==> config.mk <==
export PLATFORM = sky130hd
export DESIGN_NAME = player_input_top
export DESIGN_NICKNAME = d
export VERILOG_FILES = /design/src/logic/config_defs_pkg.sv /design/src/logic/input_defs_pkg.sv /design/src/logic/control_mapper.sv /design/src/logic/input_config_regs.sv /design/src/logic/player_input_top.sv /design/src/logic/rotary_dial.sv /design/src/logic/rotary_key_decoder.sv
export SDC_FILE = /design/constraint.sdc
export NUM_CORES = 1
export LEC_CHECK = 0
export BUFFER_PORTS_ARGS = -buffer_cell sky130_fd_sc_hd__buf_2
export CAP_MARGIN = 40
export CELL_PAD_IN_SITES_DETAIL_PLACEMENT = 1
export CELL_PAD_IN_SITES_GLOBAL_PLACEMENT = 1
export CORE_ASPECT_RATIO = 1.1
export CORE_MARGIN = 2
export CORE_UTILIZATION = 33
export CTS_BUF_LIST = sky130_fd_sc_hd__clkbuf_4
export DETAILED_ROUTE_END_ITERATION = 6
export GPL_ROUTABILITY_DRIVEN = 0
export PLACE_DENSITY = 0.93
export SETUP_SLACK_MARGIN = 0.5
export SYNTH_ARGS = -nofsm -noshare
export SYNTH_HDL_FRONTEND = slang
export SYNTH_SLANG_ARGS = --single-unit
==> constraint.sdc <==
create_clock -name clk_53p6 -period 2.2 [get_ports clk_53p6]
set_input_delay 0.44 -clock clk_53p6 [delete_from_list [all_inputs] [get_ports clk_53p6]]
set_output_delay 0.44 -clock clk_53p6 [all_outputs]
set_load 0.02 [all_outputs]
==> src/logic/config_defs_pkg.sv <==
/*
 * Configuration definitions
 * Host menu status bit map, download indexes and rotary speed codes
 */

package config_defs_pkg;

	// Rotary speed menu choice, encoding follows menu order
	typedef enum logic [1:0] {
		speed_normal    = 2'd0,
		speed_slow      = 2'd1,
		speed_fast      = 2'd2,
		speed_very_fast = 2'd3
	} rot_speed_t;

	// =====================================================================
	// Status word bit positions
	// =====================================================================
	// DB15 select per player
	localparam int stat_src_p1    = 20;
	localparam int stat_src_p2    = 21;
	// Keystroke rotation mode
	localparam int stat_kbd_mode  = 24;
	// Low bit of the 2-bit speed field
	localparam int stat_rot_speed = 29;

	// Download stream indexes
	localparam logic [7:0] dl_index_dip  = 8'd254;
	localparam logic [7:0] dl_index_game = 8'd1;

	// DIP switch and game select byte
	typedef logic [7:0] dip_byte_t;

endpackage

==> src/logic/input_defs_pkg.sv <==
/*
 * Player input definitions
 * Player word layout, control source select, dial range and rotate key codes
 */

package input_defs_pkg;

	// Which controller feeds a player
	typedef enum logic {
		src_usb  = 1'b0,
		src_db15 = 1'b1
	} ctrl_source_t;

	// Game core player word, control bits active low
	typedef logic [15:0] player_word_t;

	// =====================================================================
	// Player word bit positions
	// =====================================================================
	localparam int pw_one_hi   = 15;
	localparam int pw_one_mid  = 14;
	localparam int pw_up       = 13;
	localparam int pw_down     = 12;
	localparam int pw_right    = 11;
	localparam int pw_left     = 10;
	localparam int pw_service  = 9;
	localparam int pw_one_lo   = 8;
	// Dial position field, 4 bits
	localparam int pw_dial_msb = 7;
	localparam int pw_dial_lsb = 4;
	localparam int pw_grenade  = 3;
	localparam int pw_shot     = 2;
	localparam int pw_start    = 1;
	localparam int pw_coin     = 0;

	// 12 position aim dial, 0 to 11
	typedef logic [3:0] dial_pos_t;

	localparam dial_pos_t dial_last_pos  = 4'd11;
	localparam dial_pos_t dial_reset_pos = 4'd11;

	// =====================================================================
	// Keyboard scan codes for rotation
	// =====================================================================
	localparam logic [7:0] key_p1_left  = 8'h6B;
	localparam logic [7:0] key_p1_right = 8'h74;
	// C and V keys for player 2
	localparam logic [7:0] key_p2_left  = 8'h21;
	localparam logic [7:0] key_p2_right = 8'h2A;

endpackage

==> src/logic/control_mapper.sv <==
/*
 * Control mapper
 * Builds one game core player word from USB or DB15 controls plus dial
 */

`timescale 1ns/1ps

module control_mapper (
	input  input_defs_pkg::ctrl_source_t source,
	input  logic [15:0]                  joystick,
	input  logic [15:0]                  db15,
	input  input_defs_pkg::dial_pos_t    rot_pos,
	output input_defs_pkg::player_word_t player,
	output logic                         rot_left_req,
	output logic                         rot_right_req
);

	// Active low controls
	logic up_n;
	logic down_n;
	logic left_n;
	logic right_n;
	logic shot_n;
	logic grenade_n;
	logic start_n;
	logic coin_n;
	logic service_n;

	// =====================================================================
	// Source select
	// =====================================================================
	always_comb begin
		if (source == input_defs_pkg::src_db15) begin
			// Directions in the low nibble, R L D U order
			up_n          = ~db15[3];
			down_n        = ~db15[2];
			left_n        = ~db15[1];
			right_n       = ~db15[0];
			// B shoots, C throws
			shot_n        = ~db15[5];
			grenade_n     = ~db15[6];
			start_n       = ~db15[10];
			coin_n        = ~db15[11];
			// Select plus B gives service
			service_n     = ~(db15[5] & db15[11]);
			// A and D rotate
			rot_left_req  = db15[4];
			rot_right_req = db15[7];
		end else begin
			up_n          = ~joystick[3];
			down_n        = ~joystick[2];
			left_n        = ~joystick[1];
			right_n       = ~joystick[0];
			shot_n        = ~joystick[4];
			grenade_n     = ~joystick[5];
			start_n       = ~joystick[6];
			coin_n        = ~joystick[7];
			service_n     = ~joystick[10];
			// Shoulder buttons rotate
			rot_left_req  = joystick[8];
			rot_right_req = joystick[9];
		end
	end

	// =====================================================================
	// Word assembly
	// =====================================================================
	always_comb begin
		player = '0;
		// Unused lines tied high
		player[input_defs_pkg::pw_one_hi]  = 1'b1;
		player[input_defs_pkg::pw_one_mid] = 1'b1;
		player[input_defs_pkg::pw_one_lo]  = 1'b1;
		player[input_defs_pkg::pw_up]      = up_n;
		player[input_defs_pkg::pw_down]    = down_n;
		player[input_defs_pkg::pw_right]   = right_n;
		player[input_defs_pkg::pw_left]    = left_n;
		player[input_defs_pkg::pw_service] = service_n;
		// Aim dial straight from the counter
		player[input_defs_pkg::pw_dial_msb:input_defs_pkg::pw_dial_lsb] = rot_pos;
		player[input_defs_pkg::pw_grenade] = grenade_n;
		player[input_defs_pkg::pw_shot]    = shot_n;
		player[input_defs_pkg::pw_start]   = start_n;
		player[input_defs_pkg::pw_coin]    = coin_n;
	end

endmodule

==> src/logic/input_config_regs.sv <==
/*
 * Input configuration registers
 * Decodes host menu status into settings and captures DIP and game
 * bytes from the download stream
 */

`timescale 1ns/1ps

module input_config_regs (
	input  logic                        clk_53p6,
	input  logic                        reset,
	input  logic [31:0]                 status,
	input  logic                        ioctl_wr,
	input  logic [7:0]                  ioctl_index,
	input  logic [24:0]                 ioctl_addr,
	input  config_defs_pkg::dip_byte_t  ioctl_dout,
	output input_defs_pkg::ctrl_source_t src_p1,
	output input_defs_pkg::ctrl_source_t src_p2,
	output logic                        kbd_mode,
	output config_defs_pkg::rot_speed_t rot_speed,
	output config_defs_pkg::dip_byte_t  dsw1,
	output config_defs_pkg::dip_byte_t  dsw2,
	output config_defs_pkg::dip_byte_t  game_id
);

	// Download write decode
	logic dip_wr;
	logic game_wr;

	// =====================================================================
	// Menu settings
	// =====================================================================
	// Resampled every cycle, one cycle behind status
	always_ff @(posedge clk_53p6) begin
		if (reset) begin
			src_p1    <= input_defs_pkg::src_usb;
			src_p2    <= input_defs_pkg::src_usb;
			kbd_mode  <= 1'b0;
			rot_speed <= config_defs_pkg::speed_normal;
		end else begin
			src_p1    <= input_defs_pkg::ctrl_source_t'(status[config_defs_pkg::stat_src_p1]);
			src_p2    <= input_defs_pkg::ctrl_source_t'(status[config_defs_pkg::stat_src_p2]);
			kbd_mode  <= status[config_defs_pkg::stat_kbd_mode];
			// Two bit speed field
			rot_speed <= config_defs_pkg::rot_speed_t'(
				status[config_defs_pkg::stat_rot_speed +: $bits(config_defs_pkg::rot_speed_t)]);
		end
	end

	// =====================================================================
	// DIP switches and game select
	// =====================================================================
	assign dip_wr  = ioctl_wr && (ioctl_index == config_defs_pkg::dl_index_dip);
	assign game_wr = ioctl_wr && (ioctl_index == config_defs_pkg::dl_index_game);

	always_ff @(posedge clk_53p6) begin
		if (reset) begin
			// All switches off until the host sends them
			dsw1    <= 8'hFF;
			dsw2    <= 8'hFF;
			game_id <= 8'h00;
		end else begin
			// Only the first two DIP bytes are kept
			if (dip_wr && (ioctl_addr == 25'd0)) begin
				dsw1 <= ioctl_dout;
			end
			if (dip_wr && (ioctl_addr == 25'd1)) begin
				dsw2 <= ioctl_dout;
			end
			// Game byte sits at offset 0
			if (game_wr && (ioctl_addr == 25'd0)) begin
				game_id <= ioctl_dout;
			end
		end
	end

	// Speed select feeds the dial step decode, must stay known
	a_rot_speed_known: assert property (
		@(posedge clk_53p6) disable iff (reset)
		!$isunknown(rot_speed)
	) else $error("rot_speed unknown after reset");

endmodule

==> src/logic/player_input_top.sv <==
/*
 * Player input top level
 * Config registers, key decoder, dial and two control mappers
 */

`timescale 1ns/1ps

module player_input_top #(
	parameter int ROT_DIV_BITS = 23
) (
	input  logic                         clk_53p6,
	input  logic                         reset,
	input  logic [31:0]                  status,
	input  logic [10:0]                  ps2_key,
	input  logic [15:0]                  joystick_0,
	input  logic [15:0]                  joystick_1,
	input  logic [15:0]                  db15_1,
	input  logic [15:0]                  db15_2,
	input  logic                         ioctl_wr,
	input  logic [7:0]                   ioctl_index,
	input  logic [24:0]                  ioctl_addr,
	input  config_defs_pkg::dip_byte_t   ioctl_dout,
	output input_defs_pkg::player_word_t player1,
	output input_defs_pkg::player_word_t player2,
	output config_defs_pkg::dip_byte_t   dsw1,
	output config_defs_pkg::dip_byte_t   dsw2,
	output config_defs_pkg::dip_byte_t   game_id
);

	// Settings
	input_defs_pkg::ctrl_source_t src_p1;
	input_defs_pkg::ctrl_source_t src_p2;
	logic                         kbd_mode;
	config_defs_pkg::rot_speed_t  rot_speed;
	// Keyboard rotate flags
	logic key_left_1;
	logic key_right_1;
	logic key_left_2;
	logic key_right_2;
	// Pad rotate requests
	logic left_req_1;
	logic right_req_1;
	logic left_req_2;
	logic right_req_2;
	// Dial positions
	input_defs_pkg::dial_pos_t pos_1;
	input_defs_pkg::dial_pos_t pos_2;

	input_config_regs config_i (
		.clk_53p6    (clk_53p6),
		.reset       (reset),
		.status      (status),
		.ioctl_wr    (ioctl_wr),
		.ioctl_index (ioctl_index),
		.ioctl_addr  (ioctl_addr),
		.ioctl_dout  (ioctl_dout),
		.src_p1      (src_p1),
		.src_p2      (src_p2),
		.kbd_mode    (kbd_mode),
		.rot_speed   (rot_speed),
		.dsw1        (dsw1),
		.dsw2        (dsw2),
		.game_id     (game_id)
	);

	rotary_key_decoder keys_i (
		.clk_53p6 (clk_53p6),
		.reset    (reset),
		.ps2_key  (ps2_key),
		.kbd_mode (kbd_mode),
		.left_1   (key_left_1),
		.right_1  (key_right_1),
		.left_2   (key_left_2),
		.right_2  (key_right_2)
	);

	rotary_dial #(
		.ROT_DIV_BITS (ROT_DIV_BITS)
	) dial_i (
		.clk_53p6    (clk_53p6),
		.reset       (reset),
		.rot_speed   (rot_speed),
		.kbd_mode    (kbd_mode),
		.left_req_1  (left_req_1),
		.right_req_1 (right_req_1),
		.left_req_2  (left_req_2),
		.right_req_2 (right_req_2),
		.key_left_1  (key_left_1),
		.key_right_1 (key_right_1),
		.key_left_2  (key_left_2),
		.key_right_2 (key_right_2),
		.pos_1       (pos_1),
		.pos_2       (pos_2)
	);

	// Player 1
	control_mapper mapper_1_i (
		.source        (src_p1),
		.joystick      (joystick_0),
		.db15          (db15_1),
		.rot_pos       (pos_1),
		.player        (player1),
		.rot_left_req  (left_req_1),
		.rot_right_req (right_req_1)
	);

	// Player 2
	control_mapper mapper_2_i (
		.source        (src_p2),
		.joystick      (joystick_1),
		.db15          (db15_2),
		.rot_pos       (pos_2),
		.player        (player2),
		.rot_left_req  (left_req_2),
		.rot_right_req (right_req_2)
	);

endmodule

==> src/logic/rotary_dial.sv <==
/*
 * Rotary dial
 * Shared step divider and two 12 position aim dial counters
 */

`timescale 1ns/1ps

module rotary_dial #(
	parameter int ROT_DIV_BITS = 23
) (
	input  logic                        clk_53p6,
	input  logic                        reset,
	input  config_defs_pkg::rot_speed_t rot_speed,
	input  logic                        kbd_mode,
	input  logic                        left_req_1,
	input  logic                        right_req_1,
	input  logic                        left_req_2,
	input  logic                        right_req_2,
	input  logic                        key_left_1,
	input  logic                        key_right_1,
	input  logic                        key_left_2,
	input  logic                        key_right_2,
	output input_defs_pkg::dial_pos_t   pos_1,
	output input_defs_pkg::dial_pos_t   pos_2
);

	// Free running step divider
	logic [ROT_DIV_BITS-1:0] div_cnt;
	logic                    step_en;

	// Next dial value, left has priority
	function automatic input_defs_pkg::dial_pos_t next_pos(
		input input_defs_pkg::dial_pos_t pos,
		input logic                      left,
		input logic                      right
	);
		input_defs_pkg::dial_pos_t res;
		res = pos;
		if (left) begin
			// Up with wrap 11 to 0
			res = (pos == input_defs_pkg::dial_last_pos) ? 4'd0 : pos + 4'd1;
		end else if (right) begin
			// Down with wrap 0 to 11
			res = (pos == 4'd0) ? input_defs_pkg::dial_last_pos : pos - 4'd1;
		end
		return res;
	endfunction

	// =====================================================================
	// Step rate
	// =====================================================================
	// Fewer low bits checked means more frequent steps
	always_comb begin
		if (kbd_mode) begin
			// Keystroke mode always runs fastest
			step_en = (div_cnt[ROT_DIV_BITS-4:0] == '0);
		end else begin
			case (rot_speed)
				config_defs_pkg::speed_slow:      step_en = (div_cnt == '0);
				config_defs_pkg::speed_normal:    step_en = (div_cnt[ROT_DIV_BITS-2:0] == '0);
				config_defs_pkg::speed_fast:      step_en = (div_cnt[ROT_DIV_BITS-3:0] == '0);
				config_defs_pkg::speed_very_fast: step_en = (div_cnt[ROT_DIV_BITS-4:0] == '0);
				default:                          step_en = 1'b0;
			endcase
		end
	end

	// =====================================================================
	// Divider and dial counters
	// =====================================================================
	always_ff @(posedge clk_53p6) begin
		if (reset) begin
			div_cnt <= '0;
			pos_1   <= input_defs_pkg::dial_reset_pos;
			pos_2   <= input_defs_pkg::dial_reset_pos;
		end else begin
			div_cnt <= div_cnt + 1'b1;
			if (step_en) begin
				// Pad request or held key moves the dial
				pos_1 <= next_pos(pos_1, left_req_1 | key_left_1, right_req_1 | key_right_1);
				pos_2 <= next_pos(pos_2, left_req_2 | key_left_2, right_req_2 | key_right_2);
			end
		end
	end

	// Game core only knows 12 dial positions
	a_dial_range: assert property (
		@(posedge clk_53p6) disable iff (reset)
		(pos_1 <= input_defs_pkg::dial_last_pos) && (pos_2 <= input_defs_pkg::dial_last_pos)
	) else $error("dial position out of range");

endmodule

==> src/logic/rotary_key_decoder.sv <==
/*
 * Rotate key decoder
 * Turns keyboard scan events into four held rotate flags
 */

`timescale 1ns/1ps

module rotary_key_decoder (
	input  logic        clk_53p6,
	input  logic        reset,
	input  logic [10:0] ps2_key,
	input  logic        kbd_mode,
	output logic        left_1,
	output logic        right_1,
	output logic        left_2,
	output logic        right_2
);

	// Scan word fields
	localparam int key_toggle_bit  = 10;
	localparam int key_pressed_bit = 9;

	// Input stage
	logic       toggle_q;
	logic       pressed_q;
	logic [7:0] code_q;
	// Toggle seen last cycle
	logic       toggle_prev;
	logic       key_event;

	// Registered scan word and previous toggle
	always_ff @(posedge clk_53p6) begin
		toggle_q    <= ps2_key[key_toggle_bit];
		pressed_q   <= ps2_key[key_pressed_bit];
		code_q      <= ps2_key[7:0];
		toggle_prev <= toggle_q;
	end

	// New scan event on any toggle change
	assign key_event = (toggle_q != toggle_prev);

	always_ff @(posedge clk_53p6) begin
		if (reset) begin
			left_1  <= 1'b0;
			right_1 <= 1'b0;
			left_2  <= 1'b0;
			right_2 <= 1'b0;
		end else if (key_event) begin
			if (kbd_mode) begin
				// Flag follows make or break of its key
				case (code_q)
					input_defs_pkg::key_p1_left:  left_1  <= pressed_q;
					input_defs_pkg::key_p1_right: right_1 <= pressed_q;
					input_defs_pkg::key_p2_left:  left_2  <= pressed_q;
					input_defs_pkg::key_p2_right: right_2 <= pressed_q;
					default: ;
				endcase
			end else begin
				// Any event drops all keys outside keyboard mode
				left_1  <= 1'b0;
				right_1 <= 1'b0;
				left_2  <= 1'b0;
				right_2 <= 1'b0;
			end
		end
	end

endmodule

==> impl_metrics.py <==
metrics = {
    "route": {
        "ant_nets": 0,
        "avgRoutedWirePerCell_um": 18.9,
        "post_drt_via_cell_ratio": 5.52,
        "drt_pass1_iterations": 4,
        "route.vias.total": 4173,
        "drc_errors": 0,
        "drt-initial-drc-count": 112,
        "drt-total-wl_um": 14300,
    },
    "placed_design": {
        "place_hpwl_um": 9310,
        "port_buffers": 150,
        "place_area_um2": 4880,
        "dp.cells": 718,
    },
    "final_layout": {
        "num-nets-final": 757,
        "area_growth_pct": 41.5,
        "fillers": 1365,
        "multi_input_area_um2": 2580,
        "num_antenna_cells": 0,
        "final-seq-area_um2": 1570,
        "layout-drive-gt1-share": 0.475,
        "fin_area_um2": 5680,
        "final_util": 0.476,
        "final_cells": 756,
    },
    "worst_setup_path": {
        "arrival_ps": 1460,
        "worstPathRequired_ps": 1760,
        "critPathMaxStageDelay_ps": 430,
        "start_kind": "register",
        "crit_family": "flip-flops",
        "worstSetupPathType": "register to output pin",
        "worstPathMaxFanout": 5,
        "cp_slowest_cell": "dfxtp_4",
        "timing.critical_path.buf_inv": 2,
        "crit_path_end_kind": "output pin",
        "path_cells": "buf_8 -> mux2i_1 -> buf_4",
    },
    "floorplan": {
        "start_util": 0.337,
        "die-area_um2": 13100,
        "rows": 42,
        "io_pins": 207,
        "core_um2": 11900,
        "die_h_um": 120,
        "die_w_um": 109,
    },
    "sta": {
        "slew_violations": 0,
        "min_period_ps": 1900,
        "rsz0062_at_grt": "true",
        "finalSetupViolCount": 0,
        "hold_viol_final": 0,
        "period_share": 0.863,
        "finClkSkew_ps": 26.8,
        "setup_tns_ps": 0,
        "fmax_ghz": 0.526,
    },
    "pwr": {
        "comb_power_share": 0.225,
        "p_int_mw": 2.06,
        "power_frac_seq": 0.488,
        "p_sw_mw": 0.945,
        "powerDensity_nw_per_um2": 528,
        "clockPowerShare": 0.287,
        "ir_drop_mv": 0.267,
        "leakage_nw": 2.27,
        "swShare": 0.315,
    },
    "clock_network": {
        "clk_transition_reported_paths_ps": 140,
        "clock_path_buffers": 2,
        "cts_sinks": 75,
        "root_buffer": "clkbuf_4",
        "tritoncts": "done",
        "htreeDepth": 3,
        "cts_inserted_buffers": 9,
        "clk_latency_ps": 450,
    },
    "run": {
        "max_cap_viol_count": 0,
    },
    "global_routing": {
        "grt_pass1_vias": 4272,
        "grt_util_all_layers": 0.198,
        "grt-ovfl-total": 0,
        "antenna_found_initial": 0,
        "grt_pass1_wl_um": 20300,
        "grt_max_degree": 65,
    },
    "min_path": {
        "hold_class": "input port to register",
    },
    "synth": {
        "ys_ff_latch": 75,
        "ys_types": 54,
        "synth.cell_area_um2": 4020,
        "yosysSeqAreaShare": 0.374,
        "synth_warnings": 0,
        "synth_area_per_cell_um2": 9.02,
        "synth_edf_count": 0,
        "ys.flop_type": "dfxtp_1",
        "postSynthCellCount": 445,
        "synthArstFlopShare": 0,
    },
    "run_status": {
        "outcome": "finished clean",
    },
}
[layout by cell type (no fill, tap or decap), drive strengths merged, types with 2 or more instances in the layout]
master,n
a21oi,28
and3,4
o41ai,10
nor2,45
a21boi,2
inv,18
o41a,5
or4,11
nand3,11
or3,5
nand2,16
xor2,7
xnor2,7
nor4b,3
clkbuf,11
dfxtp,75
ha,8
and4,2
nand4,19
a31oi,2
o21ai,12
conb,6
o31a,3
nor2b,9
and3b,2
clkinv,3
or3b,2
o211ai,6
nor4,18
o31ai,14
mux2i,32
buf,180
o221a,2
a2111oi,3
o21bai,2
mux2,4
nor3,5
[power by group through the flow]
stage | clock network [mW] | logic (mW) | registers [mW]
after detailed placement | 0 | 0.535 | 1.49
after global placement | 0 | 0.508 | 1.49
final | 0.861 | 0.675 | 1.46
after global routing | 0.956 | 0.717 | 1.47
after floorplan | 0 | 0.359 | 1.49
after CTS | 0.870 | 0.574 | 1.46
[registers in the layout, indices dropped and copies added, names as in the netlist, 2 cells and up]
signal,count
dial_i.pos_2,4
dial_i.pos_1,4
config_i.rot_speed,2
dial_i.div_cnt,23
config_i.dsw1,8
keys_i.code_q,8
config_i.game_id,8
config_i.dsw2,8
[metal layers]
metal,share of wire,GRT usage,wire (um)
met1,0.34,0.190,4920
met2,0.53,0.373,7540
met3,0.088,0.0511,1260
met4,0.040,0.110,565
met5,0,0,0
[worst paths after layout]
kind	startpoint	end	slack (ps)	depth (start not counted)
max	config_i.src_p2	player2[10]	300	3
min	ps2_key[10]	keys_i.toggle_q	90	1
max reg2reg	config_i.src_p1	dial_i.pos_1[3]	330	6
min reg2reg	keys_i.toggle_q	keys_i.toggle_prev	380	0
[worst reg2reg max path, stage by stage, from the launching register on]
cell and delay (ps):
dfxtp_4 390, clkbuf_16 160, mux2_4 230, nor4_4 50
buf_4 180, or4_4 500, o31a_1 290
[kinds of logic (layout without fill, tap and decap cells)]
group,after synthesis,in the layout,synth area share
AOI/OAI and AO/OA,90,90,0.157
muxes,36,36,0.0910
buffers and inverters,63,214,0.0820
xor gates and xnor gates,14,14,0.0305
DFF,75,75,0.374
other,1,6,0.000934
adders and majority gates,8,8,0.0249
and+or+nand+nor,158,159,0.239
[Yosys cell counts (all sizes together), types with 9 or more instances]
library cell,number,share of area
o41ai,10,0.022
nor2b,9,0.014
nand4,19,0.033
nand2,16,0.015
o21ai,12,0.015
or4,10,0.019
mux2i,32,0.080
a21oi,28,0.035
dfxtp,75,0.37
nor2,45,0.042
inv,18,0.017
buf,30,0.051
nor4,18,0.045
o31ai,14,0.026
nand3,11,0.015
clkbuf,15,0.014
[stage by stage]
stage                     hold slack, ps  power, mW  setup slack (ps)
after detailed placement             368       2.03               200
after global placement               363       1.99               235
after CTS                           74.3       2.91               312
final                               92.5       3.00               300
after floorplan                      350       1.85               320
after global routing                54.9       3.15               239
[area by class of cell]
type,instances,share of cell area
clock buffers,10,0.0132
clock inverters,5,0.00969
inverters,18,0.0119
multi-input cells,313,0.455
flip-flops and latches,75,0.276
well taps,154,0.0339
repair buffers,181,0.200
[what timing repair did]
| item | 4_1_cts | 5_1_grt |
|---|---|---|
| setup endpoints to repair | 37 | 42 |
| resized for setup | 51 | 69 |
| cloned | 1 | 2 |
| hold buffers | 0 | 0 |
| buffers inserted | 5 | 15 |
| pin swaps | 16 | 26 |
(Power assumes the default switching activity.)
